### config.mk
export PLATFORM = sky130hd
export DESIGN_NAME = ddr3_front
export DESIGN_NICKNAME = d
export VERILOG_FILES = /design/src/ddr3_acq_pkg.sv /design/src/ddr3_ui_pkg.sv /design/src/ddr3_front.sv /design/src/ddr3_rd_control.sv /design/src/ddr3_wr_control.sv /design/src/ddr3_cmd_arbiter.sv
export SDC_FILE = /design/constraint.sdc
export NUM_CORES = 1
export LEC_CHECK = 0
export ABC_AREA = 1
export BUFFER_PORTS_ARGS = -buffer_cell sky130_fd_sc_hd__buf_4
export CAP_MARGIN = 30
export CORE_AREA = 2 2 248 250
export CTS_BUF_LIST = sky130_fd_sc_hd__clkbuf_8
export DETAILED_ROUTE_END_ITERATION = 6
export DIE_AREA = 0 0 250 252
export SETUP_SLACK_MARGIN = 0.05
export SLEW_MARGIN = 20
export SYNTH_ARGS = -nofsm -noshare
export SYNTH_HDL_FRONTEND = slang
export SYNTH_SLANG_ARGS = --single-unit
### constraint.sdc
create_clock -name ddr3_domain_clk -period 2.55 [get_ports ddr3_domain_clk]
set_clock_uncertainty 0.15 [all_clocks]
set_input_delay 0.51 -clock ddr3_domain_clk [delete_from_list [all_inputs] [get_ports ddr3_domain_clk]]
set_output_delay 0.51 -clock ddr3_domain_clk [all_outputs]
set_load 0.1 [all_outputs]
### src/ddr3_acq_pkg.sv
package ddr3_acq_pkg;

    //**************************************************************************
    // acquisition side addressing
    //**************************************************************************

    // burst address, one step per 128-bit burst
    typedef logic [22:0] burst_addr_t;

    // number of bursts, one bit wider than the address
    typedef logic [23:0] burst_cnt_t;

    // full memory region, 2^23 bursts
    localparam burst_cnt_t MEM_BURSTS_DEFAULT = 24'h80_0000;

    // next burst address, wraps to zero after the last burst of the region
    function automatic burst_addr_t next_burst_addr(burst_addr_t addr, burst_cnt_t region);
        burst_cnt_t last;
        last = region - burst_cnt_t'(1);
        if (burst_cnt_t'(addr) >= last)
            return '0;
        return addr + burst_addr_t'(1);
    endfunction

endpackage

### src/ddr3_ui_pkg.sv
package ddr3_ui_pkg;

    //**************************************************************************
    // memory application interface
    //**************************************************************************

    // app address is rank, bank, row and column
    typedef logic [26:0] app_addr_t;

    // command codes as the memory core defines them
    typedef enum logic [2:0] {
        APP_CMD_WRITE = 3'b000,
        APP_CMD_READ  = 3'b001
    } app_cmd_t;

    // one burst of eight beats of a 16-bit device
    typedef logic [127:0] app_data_t;

    // column bits covered by one burst
    // app address = burst address << BURST_ADDR_SHIFT
    // rank bit stays zero
    localparam int BURST_ADDR_SHIFT = 3;

endpackage
### src/ddr3_front.sv
`timescale 1ns/1ps

module ddr3_front
    import ddr3_ui_pkg::*, ddr3_acq_pkg::*;
#(
    parameter burst_cnt_t MEM_BURSTS = MEM_BURSTS_DEFAULT
) (
    input  logic        ddr3_domain_clk,
    input  logic        rst_n,
    // acquisition FIFO
    input  app_data_t   wr_fifo_dat,
    input  logic        wr_fifo_empty,
    output logic        wr_fifo_rd_en,
    // acquisition control
    input  logic        acq_enabled,
    input  logic        acq_done,
    input  burst_addr_t fixed_start_addr,
    input  logic        en_fixed_start_addr,
    output logic        wr_done,
    // read request
    input  burst_addr_t rd_start_addr,
    input  burst_cnt_t  rd_burst_cnt,
    input  logic        enable_reading,
    output logic        reading_done,
    // read FIFO
    output logic        rd_fifo_wr_en,
    output app_data_t   rd_fifo_dat,
    output logic        rd_fifo_tlast,
    input  logic        rd_fifo_almost_full,
    // memory command port
    output app_addr_t   app_addr,
    output app_cmd_t    app_cmd,
    output logic        app_en,
    input  logic        app_rdy,
    // memory write data port
    output app_data_t   app_wdf_data,
    output logic        app_wdf_wren,
    output logic        app_wdf_end,
    input  logic        app_wdf_rdy,
    // memory read return port
    input  app_data_t   app_rd_data,
    input  logic        app_rd_data_valid
);

    // request channels into the arbiter
    burst_addr_t wr_req_addr;
    logic        wr_req_en;
    logic        wr_req_rdy;
    burst_addr_t rd_req_addr;
    logic        rd_req_en;
    logic        rd_req_rdy;

    // FIFO head goes straight to the memory
    assign app_wdf_data = wr_fifo_dat;

    //**************************************************************************
    // write path, read path and shared command port
    //**************************************************************************
    ddr3_wr_control #(
        .MEM_BURSTS(MEM_BURSTS)
    ) u_wr_control (
        .ddr3_domain_clk(ddr3_domain_clk), .rst_n(rst_n),
        .acq_enabled(acq_enabled), .acq_done(acq_done),
        .fixed_start_addr(fixed_start_addr), .en_fixed_start_addr(en_fixed_start_addr),
        .wr_done(wr_done), .wr_fifo_empty(wr_fifo_empty), .wr_fifo_rd_en(wr_fifo_rd_en),
        .wr_req_addr(wr_req_addr), .wr_req_en(wr_req_en), .wr_req_rdy(wr_req_rdy),
        .app_wdf_wren(app_wdf_wren), .app_wdf_end(app_wdf_end), .app_wdf_rdy(app_wdf_rdy)
    );

    ddr3_rd_control #(
        .MEM_BURSTS(MEM_BURSTS)
    ) u_rd_control (
        .ddr3_domain_clk(ddr3_domain_clk), .rst_n(rst_n),
        .rd_start_addr(rd_start_addr), .rd_burst_cnt(rd_burst_cnt),
        .enable_reading(enable_reading), .reading_done(reading_done),
        .rd_req_addr(rd_req_addr), .rd_req_en(rd_req_en), .rd_req_rdy(rd_req_rdy),
        .app_rd_data(app_rd_data), .app_rd_data_valid(app_rd_data_valid),
        .rd_fifo_wr_en(rd_fifo_wr_en), .rd_fifo_dat(rd_fifo_dat),
        .rd_fifo_tlast(rd_fifo_tlast), .rd_fifo_almost_full(rd_fifo_almost_full)
    );

    ddr3_cmd_arbiter u_cmd_arbiter (
        .ddr3_domain_clk(ddr3_domain_clk), .rst_n(rst_n),
        .wr_req_addr(wr_req_addr), .wr_req_en(wr_req_en), .wr_req_rdy(wr_req_rdy),
        .rd_req_addr(rd_req_addr), .rd_req_en(rd_req_en), .rd_req_rdy(rd_req_rdy),
        .app_addr(app_addr), .app_cmd(app_cmd), .app_en(app_en), .app_rdy(app_rdy)
    );

endmodule

### src/ddr3_rd_control.sv
`timescale 1ns/1ps

module ddr3_rd_control
    import ddr3_ui_pkg::*, ddr3_acq_pkg::*;
#(
    parameter burst_cnt_t MEM_BURSTS = MEM_BURSTS_DEFAULT
) (
    input  logic        ddr3_domain_clk,
    input  logic        rst_n,
    // read request
    input  burst_addr_t rd_start_addr,
    input  burst_cnt_t  rd_burst_cnt,
    input  logic        enable_reading,
    output logic        reading_done,
    // request channel to the arbiter
    output burst_addr_t rd_req_addr,
    output logic        rd_req_en,
    input  logic        rd_req_rdy,
    // memory read return
    input  app_data_t   app_rd_data,
    input  logic        app_rd_data_valid,
    // read FIFO
    output logic        rd_fifo_wr_en,
    output app_data_t   rd_fifo_dat,
    output logic        rd_fifo_tlast,
    input  logic        rd_fifo_almost_full
);

    // commands still to issue
    burst_cnt_t cmd_left;
    // bursts still to come back
    burst_cnt_t ret_left;
    // enable was up last cycle without acceptance
    logic       held;
    logic       cmd_accept;
    logic       ret_valid;
    logic       ret_last;

    //**************************************************************************
    // command issue
    //**************************************************************************

    // new commands wait out back-pressure, a held one stays up
    assign rd_req_en  = (cmd_left != '0) & (held | ~rd_fifo_almost_full);
    assign cmd_accept = rd_req_en & rd_req_rdy;

    always_ff @(posedge ddr3_domain_clk) begin
        if (!rst_n) begin
            cmd_left    <= '0;
            held        <= 1'b0;
            rd_req_addr <= '0;
        end else if (enable_reading) begin
            cmd_left    <= rd_burst_cnt;
            held        <= 1'b0;
            rd_req_addr <= rd_start_addr;
        end else begin
            held <= rd_req_en & ~rd_req_rdy;
            if (cmd_accept) begin
                cmd_left    <= cmd_left - burst_cnt_t'(1);
                // wrap at the end of the region
                rd_req_addr <= next_burst_addr(rd_req_addr, MEM_BURSTS);
            end
        end
    end

    //**************************************************************************
    // data return
    //**************************************************************************

    // only bursts that belong to the current span
    assign ret_valid = app_rd_data_valid & (ret_left != '0);
    assign ret_last  = ret_valid & (ret_left == burst_cnt_t'(1));

    always_ff @(posedge ddr3_domain_clk) begin
        if (!rst_n) begin
            ret_left      <= '0;
            rd_fifo_wr_en <= 1'b0;
            rd_fifo_tlast <= 1'b0;
            reading_done  <= 1'b0;
        end else begin
            // one cycle behind the memory valid
            rd_fifo_wr_en <= ret_valid;
            rd_fifo_tlast <= ret_last;
            if (enable_reading) begin
                ret_left     <= rd_burst_cnt;
                // empty span is done at once
                reading_done <= (rd_burst_cnt == '0);
            end else begin
                if (ret_valid)
                    ret_left <= ret_left - burst_cnt_t'(1);
                // after the final FIFO write
                if (rd_fifo_wr_en && rd_fifo_tlast)
                    reading_done <= 1'b1;
            end
        end
    end

    // burst payload register
    always_ff @(posedge ddr3_domain_clk) begin
        if (app_rd_data_valid)
            rd_fifo_dat <= app_rd_data;
    end

endmodule

### src/ddr3_wr_control.sv
`timescale 1ns/1ps

module ddr3_wr_control
    import ddr3_acq_pkg::*;
#(
    parameter burst_cnt_t MEM_BURSTS = MEM_BURSTS_DEFAULT
) (
    input  logic        ddr3_domain_clk,
    input  logic        rst_n,
    // acquisition control
    input  logic        acq_enabled,
    input  logic        acq_done,
    input  burst_addr_t fixed_start_addr,
    input  logic        en_fixed_start_addr,
    output logic        wr_done,
    // acquisition FIFO
    input  logic        wr_fifo_empty,
    output logic        wr_fifo_rd_en,
    // request channel to the arbiter
    output burst_addr_t wr_req_addr,
    output logic        wr_req_en,
    input  logic        wr_req_rdy,
    // memory write data strobes
    output logic        app_wdf_wren,
    output logic        app_wdf_end,
    input  logic        app_wdf_rdy
);

    logic acq_enabled_q;
    logic acq_rise;
    logic acq_fall;
    // a head word is in progress
    logic busy;
    // command / data taken by the end of this cycle
    logic cmd_done;
    logic data_done;
    logic word_done;
    logic start_word;
    logic acq_done_seen;

    assign acq_rise = acq_enabled & ~acq_enabled_q;
    assign acq_fall = ~acq_enabled & acq_enabled_q;

    assign busy      = wr_req_en | app_wdf_wren;
    assign cmd_done  = ~wr_req_en | wr_req_rdy;
    assign data_done = ~app_wdf_wren | app_wdf_rdy;
    assign word_done = busy & cmd_done & data_done;

    // no start during the pop cycle, FIFO head is about to change
    assign start_word = acq_enabled & acq_enabled_q & ~wr_fifo_empty & ~busy & ~wr_fifo_rd_en;

    // single-beat bursts
    assign app_wdf_end = app_wdf_wren;

    //**************************************************************************
    // command and data strobes, FIFO pop
    //**************************************************************************
    always_ff @(posedge ddr3_domain_clk) begin
        if (!rst_n) begin
            acq_enabled_q <= 1'b0;
            wr_req_en     <= 1'b0;
            app_wdf_wren  <= 1'b0;
            wr_fifo_rd_en <= 1'b0;
        end else begin
            acq_enabled_q <= acq_enabled;
            // pop one cycle after the later of the two acceptances
            wr_fifo_rd_en <= word_done;
            if (start_word) begin
                wr_req_en    <= 1'b1;
                app_wdf_wren <= 1'b1;
            end else begin
                // each side drops on its own acceptance
                if (wr_req_en && wr_req_rdy)
                    wr_req_en <= 1'b0;
                if (app_wdf_wren && app_wdf_rdy)
                    app_wdf_wren <= 1'b0;
            end
        end
    end

    // burst address, reloaded on acquisition start
    always_ff @(posedge ddr3_domain_clk) begin
        if (!rst_n)
            wr_req_addr <= '0;
        else if (acq_rise)
            wr_req_addr <= en_fixed_start_addr ? fixed_start_addr : '0;
        else if (word_done)
            wr_req_addr <= next_burst_addr(wr_req_addr, MEM_BURSTS);
    end

    //**************************************************************************
    // done flag
    //**************************************************************************
    always_ff @(posedge ddr3_domain_clk) begin
        if (!rst_n) begin
            acq_done_seen <= 1'b0;
            wr_done       <= 1'b0;
        end else if (acq_fall) begin
            acq_done_seen <= 1'b0;
            wr_done       <= 1'b0;
        end else begin
            if (acq_enabled && acq_done)
                acq_done_seen <= 1'b1;
            // drained, nothing pending and no pop in flight
            if (acq_done_seen && wr_fifo_empty && !busy && !wr_fifo_rd_en)
                wr_done <= 1'b1;
        end
    end

endmodule

### src/ddr3_cmd_arbiter.sv
`timescale 1ns/1ps

module ddr3_cmd_arbiter
    import ddr3_ui_pkg::*, ddr3_acq_pkg::*;
(
    input  logic        ddr3_domain_clk,
    input  logic        rst_n,
    // write controller channel
    input  burst_addr_t wr_req_addr,
    input  logic        wr_req_en,
    output logic        wr_req_rdy,
    // read controller channel
    input  burst_addr_t rd_req_addr,
    input  logic        rd_req_en,
    output logic        rd_req_rdy,
    // memory command port
    output app_addr_t   app_addr,
    output app_cmd_t    app_cmd,
    output logic        app_en,
    input  logic        app_rdy
);

    // side holding the grant, 1 = read
    logic        grant_rd;
    // granted command was enabled but not yet taken
    logic        locked;
    // combinational choice for this cycle
    logic        sel_rd;
    burst_addr_t sel_addr;

    //**************************************************************************
    // grant selection
    //**************************************************************************
    always_comb begin
        if (locked)
            // hold the side that still waits for app_rdy
            sel_rd = grant_rd;
        else if (wr_req_en && rd_req_en)
            // both want the port, take turns
            sel_rd = ~grant_rd;
        else if (rd_req_en)
            sel_rd = 1'b1;
        else if (wr_req_en)
            sel_rd = 1'b0;
        else
            sel_rd = grant_rd;
    end

    always_ff @(posedge ddr3_domain_clk) begin
        if (!rst_n) begin
            grant_rd <= 1'b0;
            locked   <= 1'b0;
        end else begin
            grant_rd <= sel_rd;
            locked   <= app_en & ~app_rdy;
        end
    end

    //**************************************************************************
    // command port mux
    //**************************************************************************
    assign sel_addr = sel_rd ? rd_req_addr : wr_req_addr;

    // burst address to column granularity, rank bit stays zero
    assign app_addr = app_addr_t'(sel_addr) << BURST_ADDR_SHIFT;
    assign app_cmd  = sel_rd ? APP_CMD_READ : APP_CMD_WRITE;
    assign app_en   = sel_rd ? rd_req_en : wr_req_en;

    // only the granted side sees the memory ready
    assign wr_req_rdy = ~sel_rd & app_rdy;
    assign rd_req_rdy = sel_rd & app_rdy;

endmodule

**Word-level counts from Yosys, hierarchy flattened**

Cells that the tools add are included.

- Flip-flop bits (word level): 234
- Latch bits: 0
- Memory bits (writable): 0
- ROM bits: 0
- Bits of input ports: 337
- Output and inout port bits: 294
- Word-level logic and storage cells: 112
- Memories kept: 0

- Add/sub/neg operators: 4
- $mul: 0
- Div/mod/pow operators: 0
- Magnitude comparators: 2
- Eq/ne operators: 1
- Shifts and indexed selects: 0
- Muxes and demuxes: 34
- Bitwise operators: 33
- Reductions and logical operators: 21

Operators with widths:

| kind | count |
|---|---|
| $mux 23 | 10 |
| $mux 24 | 4 |
| $reduce_bool 24->1 | 2 |
| $sub 24x1->24 const B | 2 |
| $add 23x1->23 const B | 2 |
| $ge 23x23->1 const B | 2 |
| $eq 24x1->1 const B | 1 |
| $logic_not 24->1 | 1 |
| $mux 1 | 20 |
| $and 1x1->1 | 16 |
| $not 1->1 | 13 |
| $reduce_bool 2->1 | 6 |
| $logic_and 1x1->1 | 8 |
| $or 1x1->1 | 4 |
| $reduce_or 2->1 | 2 |
| $logic_not 1->1 | 2 |

**Depth between registers and ports, before layout**

Gate-level depths: netlist of the first run.

- Depth in word-level cells: 17
- Depth in mapped cells: 13
- Mapped depth without buffers: 13

**Hierarchy**

From an unflattened synthesis of the first run, not the netlist that was laid out.

- Cell total of the unflattened synthesis: 1595
- Area, all modules: 12697.2 µm²

By module, submodules not included:

| module | times used | cells an instance | area each (µm²) | sequential area each (µm²) |
|---|---|---|---|---|
| ddr3_rd_control | 1 | 1044 | 9185.1 | 5345.1 |
| ddr3_wr_control | 1 | 321 | 2060.7 | 580.6 |
| ddr3_front | 1 | 128 | 960.9 | 0.0 |
| ddr3_cmd_arbiter | 1 | 102 | 490.5 | 40.0 |

**Worst setup path before layout of the first run**

Ideal clock, no wire load.

- Kind: reg2out
- From: register u_rd_control.cmd_left[0]
- To: output app_addr[23]
- Arrival time: 3368 ps
- Required time: 1890 ps
- Slack: -1478 ps
- Cell stages (with the launch flop): 10
- Buffers on the path: 1
- Cells stage by stage: dfxtp_1 -> inv_1 -> ha_1 -> nand2_2 -> nor2_4 -> nand3_2 -> nand3_2 -> nand2_2 -> clkbuf_1 -> o21ai_0

- Longest elaborated chain between the ends: 6
- Elaborated cells on any way between the ends: 7
- Those cells by class: 4 x mux; 1 x bitwise; 2 x reduce/logical

RTL lines:

| what | RTL line | source |
|---|---|---|
| start: declaration | ddr3_rd_control.sv:30 | `burst_cnt_t cmd_left;` |
| start signal: assignment | ddr3_rd_control.sv:53 | `cmd_left <= rd_burst_cnt;` |
| start signal: assignment | ddr3_rd_control.sv:59 | `cmd_left <= cmd_left - burst_cnt_t'(1);` |
| $reduce_bool 24->1 * | ddr3_rd_control.sv:44 | `assign rd_req_en = (cmd_left != '0) & (held \| ~rd_fifo_almost_full);` |
| $and 1x1->1 * | ddr3_rd_control.sv:44 |  |
| $mux 1 / $logic_and 1x1->1 (equally long branches) | ddr3_cmd_arbiter.sv:41, ddr3_cmd_arbiter.sv:38 |  |
| $mux 1 * | ddr3_cmd_arbiter.sv:38 | `else if (wr_req_en && rd_req_en)` |
| $mux 1 * | ddr3_cmd_arbiter.sv:35 | `if (locked)` |
| $mux 23 * | ddr3_cmd_arbiter.sv:62 | `assign sel_addr = sel_rd ? rd_req_addr : wr_req_addr;` |
| end: declaration | ddr3_front.sv:31 | `output app_addr_t app_addr,` |

Every way passes the cells marked *; elsewhere a longest branch is shown, timed or not.

**Worst setup path in the final report of the first run**

- From: register u_rd_control.cmd_left[18]
- To: output app_addr[6]

The elaborated chain is that of the path after synthesis.

==> out/results.txt, run 1 <==
status: finished, violations left
failing checks: setup timing
Die Ht: 252 um
met1 usage: 17.3%
fin crit share: 122%
Placed Cells: 2,579
Critical Path Source Type: register
Pins Over Slew Limit: 0
H-tree Lvls: 2
slew margin rel.: 59.7%
total power density per cell area: 693 nW/um^2
drt pass-1 iters: 5
Final min period: 3.11 ns
cts bufs inserted: 47
Final Cell Area: 19,500 um^2
clk_lat worst skew: 0.63 ns
Core Rows: 90
RePlAce Congestion: 0.909
Vias: 12,500
DP Area: 15,900 um^2
Buffers on Ports: 368
initial antenna violation count: 1
vias in the first global route: 12,400
Required @ worst endpoint: 1.89 ns
hold crit path type: input port to register
post-synthesis sequential area ratio: 47.7%
unrepaired setup endpoints after global routing: yes
VDD IR max: 385 uV
core box area: 60,100 um^2
number of I/O pins: 631
fmax: 322 MHz
all-layer global routing usage: 15.7%
Crit Path Max Fanout: 8
max cap viols: 0
Crit. End Element: output pin
Clock transition at path regs: 0.07 ns
CTS root buf: clkbuf_8
gr ovfl total: 0
Syn Inst Count: 1,554
Cell Count, Final, Fillers Out: 2,837
Syn-to-layout area delta: 55.9%
GR Util met3: 3.43%
vias per inst: 4.42
final worst slack: -0.556 ns
fin nets: 2,358
first-pass GRT wire length: 75.3 mm
leakage: 8.32 nW
met2 usage: 27.6%
Worst-Margin Slew: 0.604 ns
DIE AREA: 63,000 um^2
Synth Cell Area: 12,500 um^2
largest net degree at the start of global routing: 88
final antenna-violating net count: 0
# setup viols final: 25
Iter 0 DRT Violations: 657
WL/cell: 18.6 um
DRC Markers: 0
Ys Warns: 0
kind of critical path: register to output pin
#FFs+latches synth: 234
endpoints failing hold: 0
Synth cell types: 39
gr busiest metal: met2
final design utilization: 32.4%
worst slack, placed: -0.0454 ns
Starting Density: 20.8%
hpwl dp: 37.3 mm
CP Data Arrival Time: 2.45 ns
Die W: 250 um
layout cells sized above 1: 33.7%
CTS max path bufs: 3
syn_area_per_cell: 8.05 um^2
final wirelength: 52.9 mm
TritonCTS clock tree: yes
clk sink count: 234
## cells in the mapped netlist
| cell | n | area (um^2) |
|---|---|---|
| o21a_1 | 2 | 15.0 |
| o31ai_1 | 5 | 37.5 |
| o21bai_1 | 1 | 7.51 |
| a21oi_1 | 93 | 465 |
| xnor2_1 | 24 | 210 |
| xor2_1 | 31 | 272 |
| buf_1 | 6 | 22.5 |
| buf_4 | 137 | 1030 |
| nor3_2 | 1 | 10.0 |
| edfxtp_1 | 128 | 3840 |
| o21ai_0 | 62 | 310 |
| nand2_4 | 2 | 22.5 |
| nand3_1 | 131 | 656 |
| nor2_1 | 156 | 586 |
| nor2_2 | 6 | 37.5 |
| nand3_2 | 3 | 30.0 |
| buf_6 | 12 | 135 |
| nor3b_1 | 1 | 7.51 |
| nand3b_1 | 3 | 22.5 |
| inv_1 | 83 | 312 |
| clkbuf_1 | 37 | 139 |
| ha_1 | 6 | 75.1 |
| conb_1 | 1 | 3.75 |
| a31oi_1 | 7 | 43.8 |
| a21boi_0 | 5 | 37.5 |
| or2_2 | 3 | 18.8 |
| o21ai_1 | 1 | 5.00 |
| dfxtp_1 | 106 | 2120 |
| nand2_1 | 426 | 1600 |
| nor3_1 | 14 | 70.1 |
| nor4_2 | 1 | 12.5 |
| nand2_2 | 4 | 25.0 |
| nand4_1 | 33 | 206 |
| nor4_1 | 6 | 37.5 |
| and3_1 | 1 | 6.26 |
| nor2_4 | 1 | 11.3 |
| inv_2 | 5 | 18.8 |
| and2_1 | 3 | 18.8 |
| buf_2 | 7 | 35.0 |
## kinds of logic after synthesis
kind of cell | after synthesis | share of synthesized area, %
simple gates | 795 | 27.0
buf+inv | 287 | 13.5
flops | 234 | 47.7
compound gates | 176 | 7.37
xor+xnor | 55 | 3.85
fa+ha+maj | 6 | 0.600
other cells | 1 | 0.0300
## area by class of cell
class                           instances  area [um^2]
Antenna cell                            1         2.50
Clock buffer                           50          688
Clock inverter                         38          338
Fill cell                            6166        40600
Inverter                               88          334
Multi-Input combinational cell       1038         5540
Sequential cell                       234         5970
Tap cell                              782          978
Timing Repair Buffer                  606         5660
## metal layers
layer / wire length, um / part of all wire, % / vias to the layer above
met1: 20100 / 38 / 5815
met2: 25800 / 49 / 593
met3: 3840 / 7.3 / 178
met4: 3080 / 5.8 / 0
li1: - / - / 5941
met5: 0 / 0 / -
## layout by cell type (no fill, tap or decap), types with 6 or more instances in the layout
| cell type | Yosys | layout |
|---|---|---|
| nor4_1 | 6 | 6 |
| buf_6 | 12 | 6 |
| a31oi_1 | 7 | 7 |
| a21oi_2 | 0 | 22 |
| clkbuf_16 | 0 | 7 |
| nand3_2 | 3 | 9 |
| nand2_1 | 426 | 373 |
| inv_1 | 83 | 82 |
| nand2_2 | 4 | 46 |
| xnor2_1 | 24 | 24 |
| edfxtp_1 | 128 | 128 |
| a21oi_1 | 93 | 71 |
| clkinv_2 | 0 | 10 |
| o21ai_0 | 62 | 39 |
| o21ai_4 | 0 | 23 |
| buf_4 | 137 | 408 |
| xor2_1 | 31 | 31 |
| buf_12 | 0 | 43 |
| nor2_1 | 156 | 148 |
| nand4_1 | 33 | 33 |
| nor2_2 | 6 | 13 |
| inv_2 | 5 | 9 |
| nand2_4 | 2 | 11 |
| nand3_1 | 131 | 121 |
| conb_1 | 1 | 6 |
| dfxtp_1 | 106 | 104 |
| dlygate4sd3_1 | 0 | 136 |
| clkbuf_8 | 0 | 50 |
| clkinv_1 | 0 | 12 |
| nor3_1 | 14 | 14 |
## stage by stage
stage	power, mW	hold WS (ns)	setup TNS (ns)
6_report	13.5	0.0655	-13.21
3_5_place_dp	8.50	0.301	-0.462
4_1_cts	13.5	0.00244	-15.17
2_1_floorplan	8.26	0.302	0
5_1_grt	14.2	0.0359	-17.28
3_3_place_gp	8.46	0.295	-0.316
## worst max-delay path, cell delays in order, from the launching register on
cell	delay, ns
dfxtp_1	0.33
nor2_2	0.15
nand2_2	0.09
nor2_4	0.16
nand3_4	0.12
nand3_4	0.09
nand2_4	0.07
buf_12	0.14
buf_12	0.14
buf_12	0.15
o21ai_4	0.16
buf_12	0.19
## registers in the layout, summed over array words and instances (netlist names), 23 cells and up
name                      cells
u_rd_control.rd_fifo_dat    128
u_rd_control.cmd_left        24
u_rd_control.ret_left        24
u_rd_control.rd_req_addr     23
u_wr_control.wr_req_addr     23
## power breakdown
part	internal, mW	switching (mW)	total (mW)
sequential	4.30	0.228	4.53
combinational	1.63	3.11	4.74
clock	2.37	1.88	4.25
## final timing paths
path                                                start                           end  slack, ns  cells after the start
worst max-delay path            u_rd_control.cmd_left[18]                   app_addr[6]      -0.56                     11
worst min-delay path                  fixed_start_addr[8]   u_wr_control.wr_req_addr[8]       0.07                      5
worst max register to register  u_rd_control.cmd_left[18]  u_rd_control.rd_req_addr[19]       0.04                     15
worst min register to register       u_wr_control.wr_done          u_wr_control.wr_done       0.31                      2
## what timing repair did
action / in CTS / in global routing
pin swaps: 14 / 32
hold buffers: 136 / 0
resized for setup: 121 / 89
cloned: 3 / 10
endpoints found under the setup margin: 25 / 81
hold endpoints to repair: 137 / 0
setup buffers: 13 / 8
No activity file was read; power rests on OpenSTA's default activity.
==> run 2, diff against run 1 <==
- CORE_AREA: 2 2 248 250 -> 2 2 242 244
- DIE_AREA: 0 0 250 252 -> 0 0 244 246
- MAX_ROUTING_LAYER: unset -> met4
- SYNTH_HIERARCHICAL: unset -> 1
==> run 2 against run 1 <==
Effect of this change:
- the run still ends with setup timing left
- clock-buffer cell count shrank 2
- sequential cell count did not move
- utilization rose by 2.1 points
- total power is essentially flat
==> out/results.txt, run 2 <==
status: finished, violations left (unchanged)
failing checks: setup timing (unchanged)
number of synthesized flops with an enable pin: 128 (unchanged)
Fill cells: 5,772 (was 6,166)
vias per inst: 4.47 (was 4.42)
Pins Over Slew Limit: 0 (unchanged)
all-layer global routing usage: 17.7% (was 15.7%)
most frequent cells in the layout: buf_4, nand2_1, nor2_1 (unchanged)
Power Internal: 8.47 mW (was 8.30 mW)
WL/cell: 19.4 um (was 18.6 um)
largest area contributor in the netlist: edfxtp_1 (unchanged)
Die Ht: 246 um (was 252 um)
Die W: 244 um (was 250 um)
TritonCTS clock tree: yes (unchanged)
final worst slack: -0.543 ns (was -0.556 ns)
fmax: 323 MHz (was 322 MHz)
Sequential Power Share: 34.2% (was 33.5%)
kind of critical path: register to output pin (unchanged)
total power density per cell area: 683 nW/um^2 (was 693 nW/um^2)
#FFs+latches synth: 234 (unchanged)
Required @ worst endpoint: 1.89 ns (about the same)
CTS max path bufs: 3 (unchanged)
H-tree Lvls: 2 (unchanged)
CTS root buf: clkbuf_8 (unchanged)
cts bufs inserted: 47 (unchanged)
largest net degree at the start of global routing: 95 (was 88)
worst hold margin: 0.0415 ns (was 0.0655 ns)
number of I/O pins: 631 (unchanged)
first-pass GRT wire length: 78.4 mm (was 75.3 mm)
final antenna-violating net count: 0 (unchanged)
fraction of registers with async set/reset: 0% (unchanged)
Vias: 12,900 (was 12,500)
Crit Path Max Fanout: 6 (was 8)
clk sink count: 234 (unchanged)
Final min period: 3.09 ns (was 3.11 ns)
final design utilization: 34.5% (was 32.4%)
fin nets: 2,425 (was 2,358)
Syn Inst Count: 1,595 (was 1,554)
max cap viols: 0 (unchanged)
Worst-Margin Slew: 0.541 ns (was 0.604 ns)
most frequent cells after synthesis: nand2_1, nor2_1, buf_4 (unchanged)
Critical Path Source Type: register (unchanged)
Synth cell types: 40 (was 39)
Buffers on Ports: 368 (unchanged)
Clk pwr share: 32.8% (was 31.5%)
biggest regs: u_rd_control/rd_fifo_dat x128, u_rd_control/cmd_left x24, u_rd_control/ret_left x24 (was u_rd_control.rd_fifo_dat x128, u_rd_control.cmd_left x24, u_rd_control.ret_left x24)
CP Data Arrival Time: 2.43 ns (was 2.45 ns)
drt pass-1 iters: 5 (unchanged)
core box area: 57,400 um^2 (was 60,100 um^2)
endpoints failing hold: 0 (unchanged)
Placed Cells: 2,617 (was 2,579)
top-count cell post-synth: nand2_1 (unchanged)
Final Cell Area: 19,800 um^2 (was 19,500 um^2)
hold crit path type: input port to register (unchanged)
slew margin rel.: 63.9% (was 59.7%)
Comb pwr share: 33.0% (was 35.0%)
Iter 0 DRT Violations: 678 (was 657)
Setup TNS: -12.30 ns (was -13.21 ns)
initial antenna violation count: 3 (was 1)
vias in the first global route: 12,700 (was 12,400)
Ys Warns: 6 (was 0)
DIE AREA: 60,000 um^2 (was 63,000 um^2)
leakage: 8.58 nW (was 8.32 nW)
Core Rows: 88 (was 90)
syn_area_per_cell: 7.96 um^2 (was 8.05 um^2)
FF-to-FF setup slack: -0.01 ns (was 0.04 ns)
sw frac: 37.3% (was 38.6%)
Clock transition at path regs: 0.06 ns (was 0.07 ns)
unrepaired setup endpoints after global routing: yes (unchanged)
top-area cell type share of the netlist area: 30.3% (was 30.7%)
Syn-to-layout area delta: 55.9% (about the same)
fin crit share: 121% (was 122%)
Synth area leaders: edfxtp_1, dfxtp_1, nand2_1 (unchanged)
hpwl dp: 39.6 mm (was 37.3 mm)
RePlAce Congestion: 0.959 (was 0.909)
# setup viols final: 27 (was 25)
max reg flops: 128 (unchanged)
Cell Count, Final, Fillers Out: 2,879 (was 2,837)
switching power: 5.04 mW (was 5.21 mW)
Starting Density: 22.1% (was 20.8%)
Most flops, register: u_rd_control/rd_fifo_dat (was u_rd_control.rd_fifo_dat)
layout cells sized above 1: 35.7% (was 33.7%)
VDD IR max: 450 uV (was 385 uV)
gr ovfl total: 0 (unchanged)
clk_lat worst skew: 0.61 ns (was 0.63 ns)
Synth Cell Area: 12,700 um^2 (was 12,500 um^2)
DP Area: 15,800 um^2 (was 15,900 um^2)
commonest non-fill, non-tap cell in the layout: buf_4 (unchanged)
post-synthesis sequential area ratio: 47.0% (was 47.7%)
Crit. End Element: output pin (unchanged)
Top FF cell, synth: edfxtp_1 (unchanged)
DRC Markers: 0 (unchanged)
final wirelength: 55.8 mm (was 52.9 mm)
[run 2: cell count changes after synthesis, sizes merged, moves of 7 or more]
cell and change:
nor2 +107, nand3 -43, o21ai +29, a21oi -19, inv +18, clkbuf -17
xor2 -16, nand2 -11, nand4 -11, nand3b +7
[run 2: logic make-up (layout without fill, tap and decap cells)]
| kind of cell | after synthesis | in the layout | share of synthesized area, % |
|---|---|---|---|
| simple gates | 842 | 842 | 28.3 |
| buf+inv | 289 | 801 | 13.5 |
| flops | 234 | 234 | 47.0 |
| compound gates | 182 | 182 | 7.76 |
| xor+xnor | 37 | 37 | 2.55 |
| fa+ha+maj | 7 | 7 | 0.690 |
| mux | 3 | 3 | 0.237 |
| other cells | 1 | 8 | 0.0295 |
[run 2: path summary, 6_finish.rpt]
kind                                                endpoint                     start  depth (start not counted)
worst max-delay path                             app_addr[5]  u_rd_control/cmd_left[2]                         14
worst min-delay path            u_wr_control/wr_req_addr[18]      fixed_start_addr[18]                          3
worst max register to register      u_rd_control/cmd_left[1]  u_rd_control/cmd_left[2]                         19
worst min register to register          u_wr_control/wr_done      u_wr_control/wr_done                          2
[run 2: routing by layer]
| layer | vias to the layer above | part of all wire [%] | global-route usage [%] |
|---|---|---|---|
| met4 | 0 | 5.8 | 9.76 |
| met5 | - | 0 | - |
| met3 | 194 | 8.5 | 4.61 |
| met1 | 5940 | 34 | 17.3 |
| met2 | 685 | 52 | 32.0 |
| li1 | 6040 | - | - |
[run 2: area by class of cell]
class	instances	area (um^2)	share of cell area, %
repair inverters	3	36.3	0.183
repair buffers	611	5620	28.4
flip-flops and latches	234	5980	30.2
multi-input cells	1077	5710	28.8
clock inverters	32	380	1.92
clock buffers	48	661	3.34
inverters	107	443	2.24
well taps	765	957	4.84
diodes	2	5.00	0.0253
[run 2: worst max-delay path, stage by stage (launching register included)]
cell and delay, ns:
dfxtp_1 0.34, nor2_4 0.16, nand2_4 0.07, nor2_4 0.13, nand3_4 0.11, nand2_4 0.09
inv_2 0.04, nand2_2 0.06, nand2_2 0.08, nand2_4 0.11, buf_12 0.15, clkbuf_16 0.18
nand2_4 0.06, nand2_4 0.07, buf_12 0.17
[run 2: per-stage QoR]
stage | setup WS, ns | total power, mW
2_1_floorplan | 0.0750 | 8.09
3_3_place_gp | -0.0168 | 8.28
3_5_place_dp | -0.0676 | 8.30
4_1_cts | -0.616 | 13.3
5_1_grt | -0.721 | 14.1
6_report | -0.543 | 13.5
[run 2: repair_timing]
action / 4_1_cts / 5_1_grt
hold buffers: 134 / 0
resized for setup: 115 / 181
setup buffers: 26 / 12
cloned: 3 / 12
endpoints found under the hold margin: 134 / 0
setup endpoints to repair: 74 / 90
pin swaps: 13 / 55
[run 2: power groups by stage]
| stage | registers, mW | clock network (mW) | logic [mW] |
|---|---|---|---|
| after floorplan | 5.77 | 0 | 2.32 |
| after global routing | 4.64 | 4.77 | 4.69 |
| after CTS | 4.59 | 4.59 | 4.13 |
| final | 4.62 | 4.43 | 4.46 |
| after global placement | 4.65 | 0 | 3.63 |
| after detailed placement | 4.65 | 0 | 3.65 |
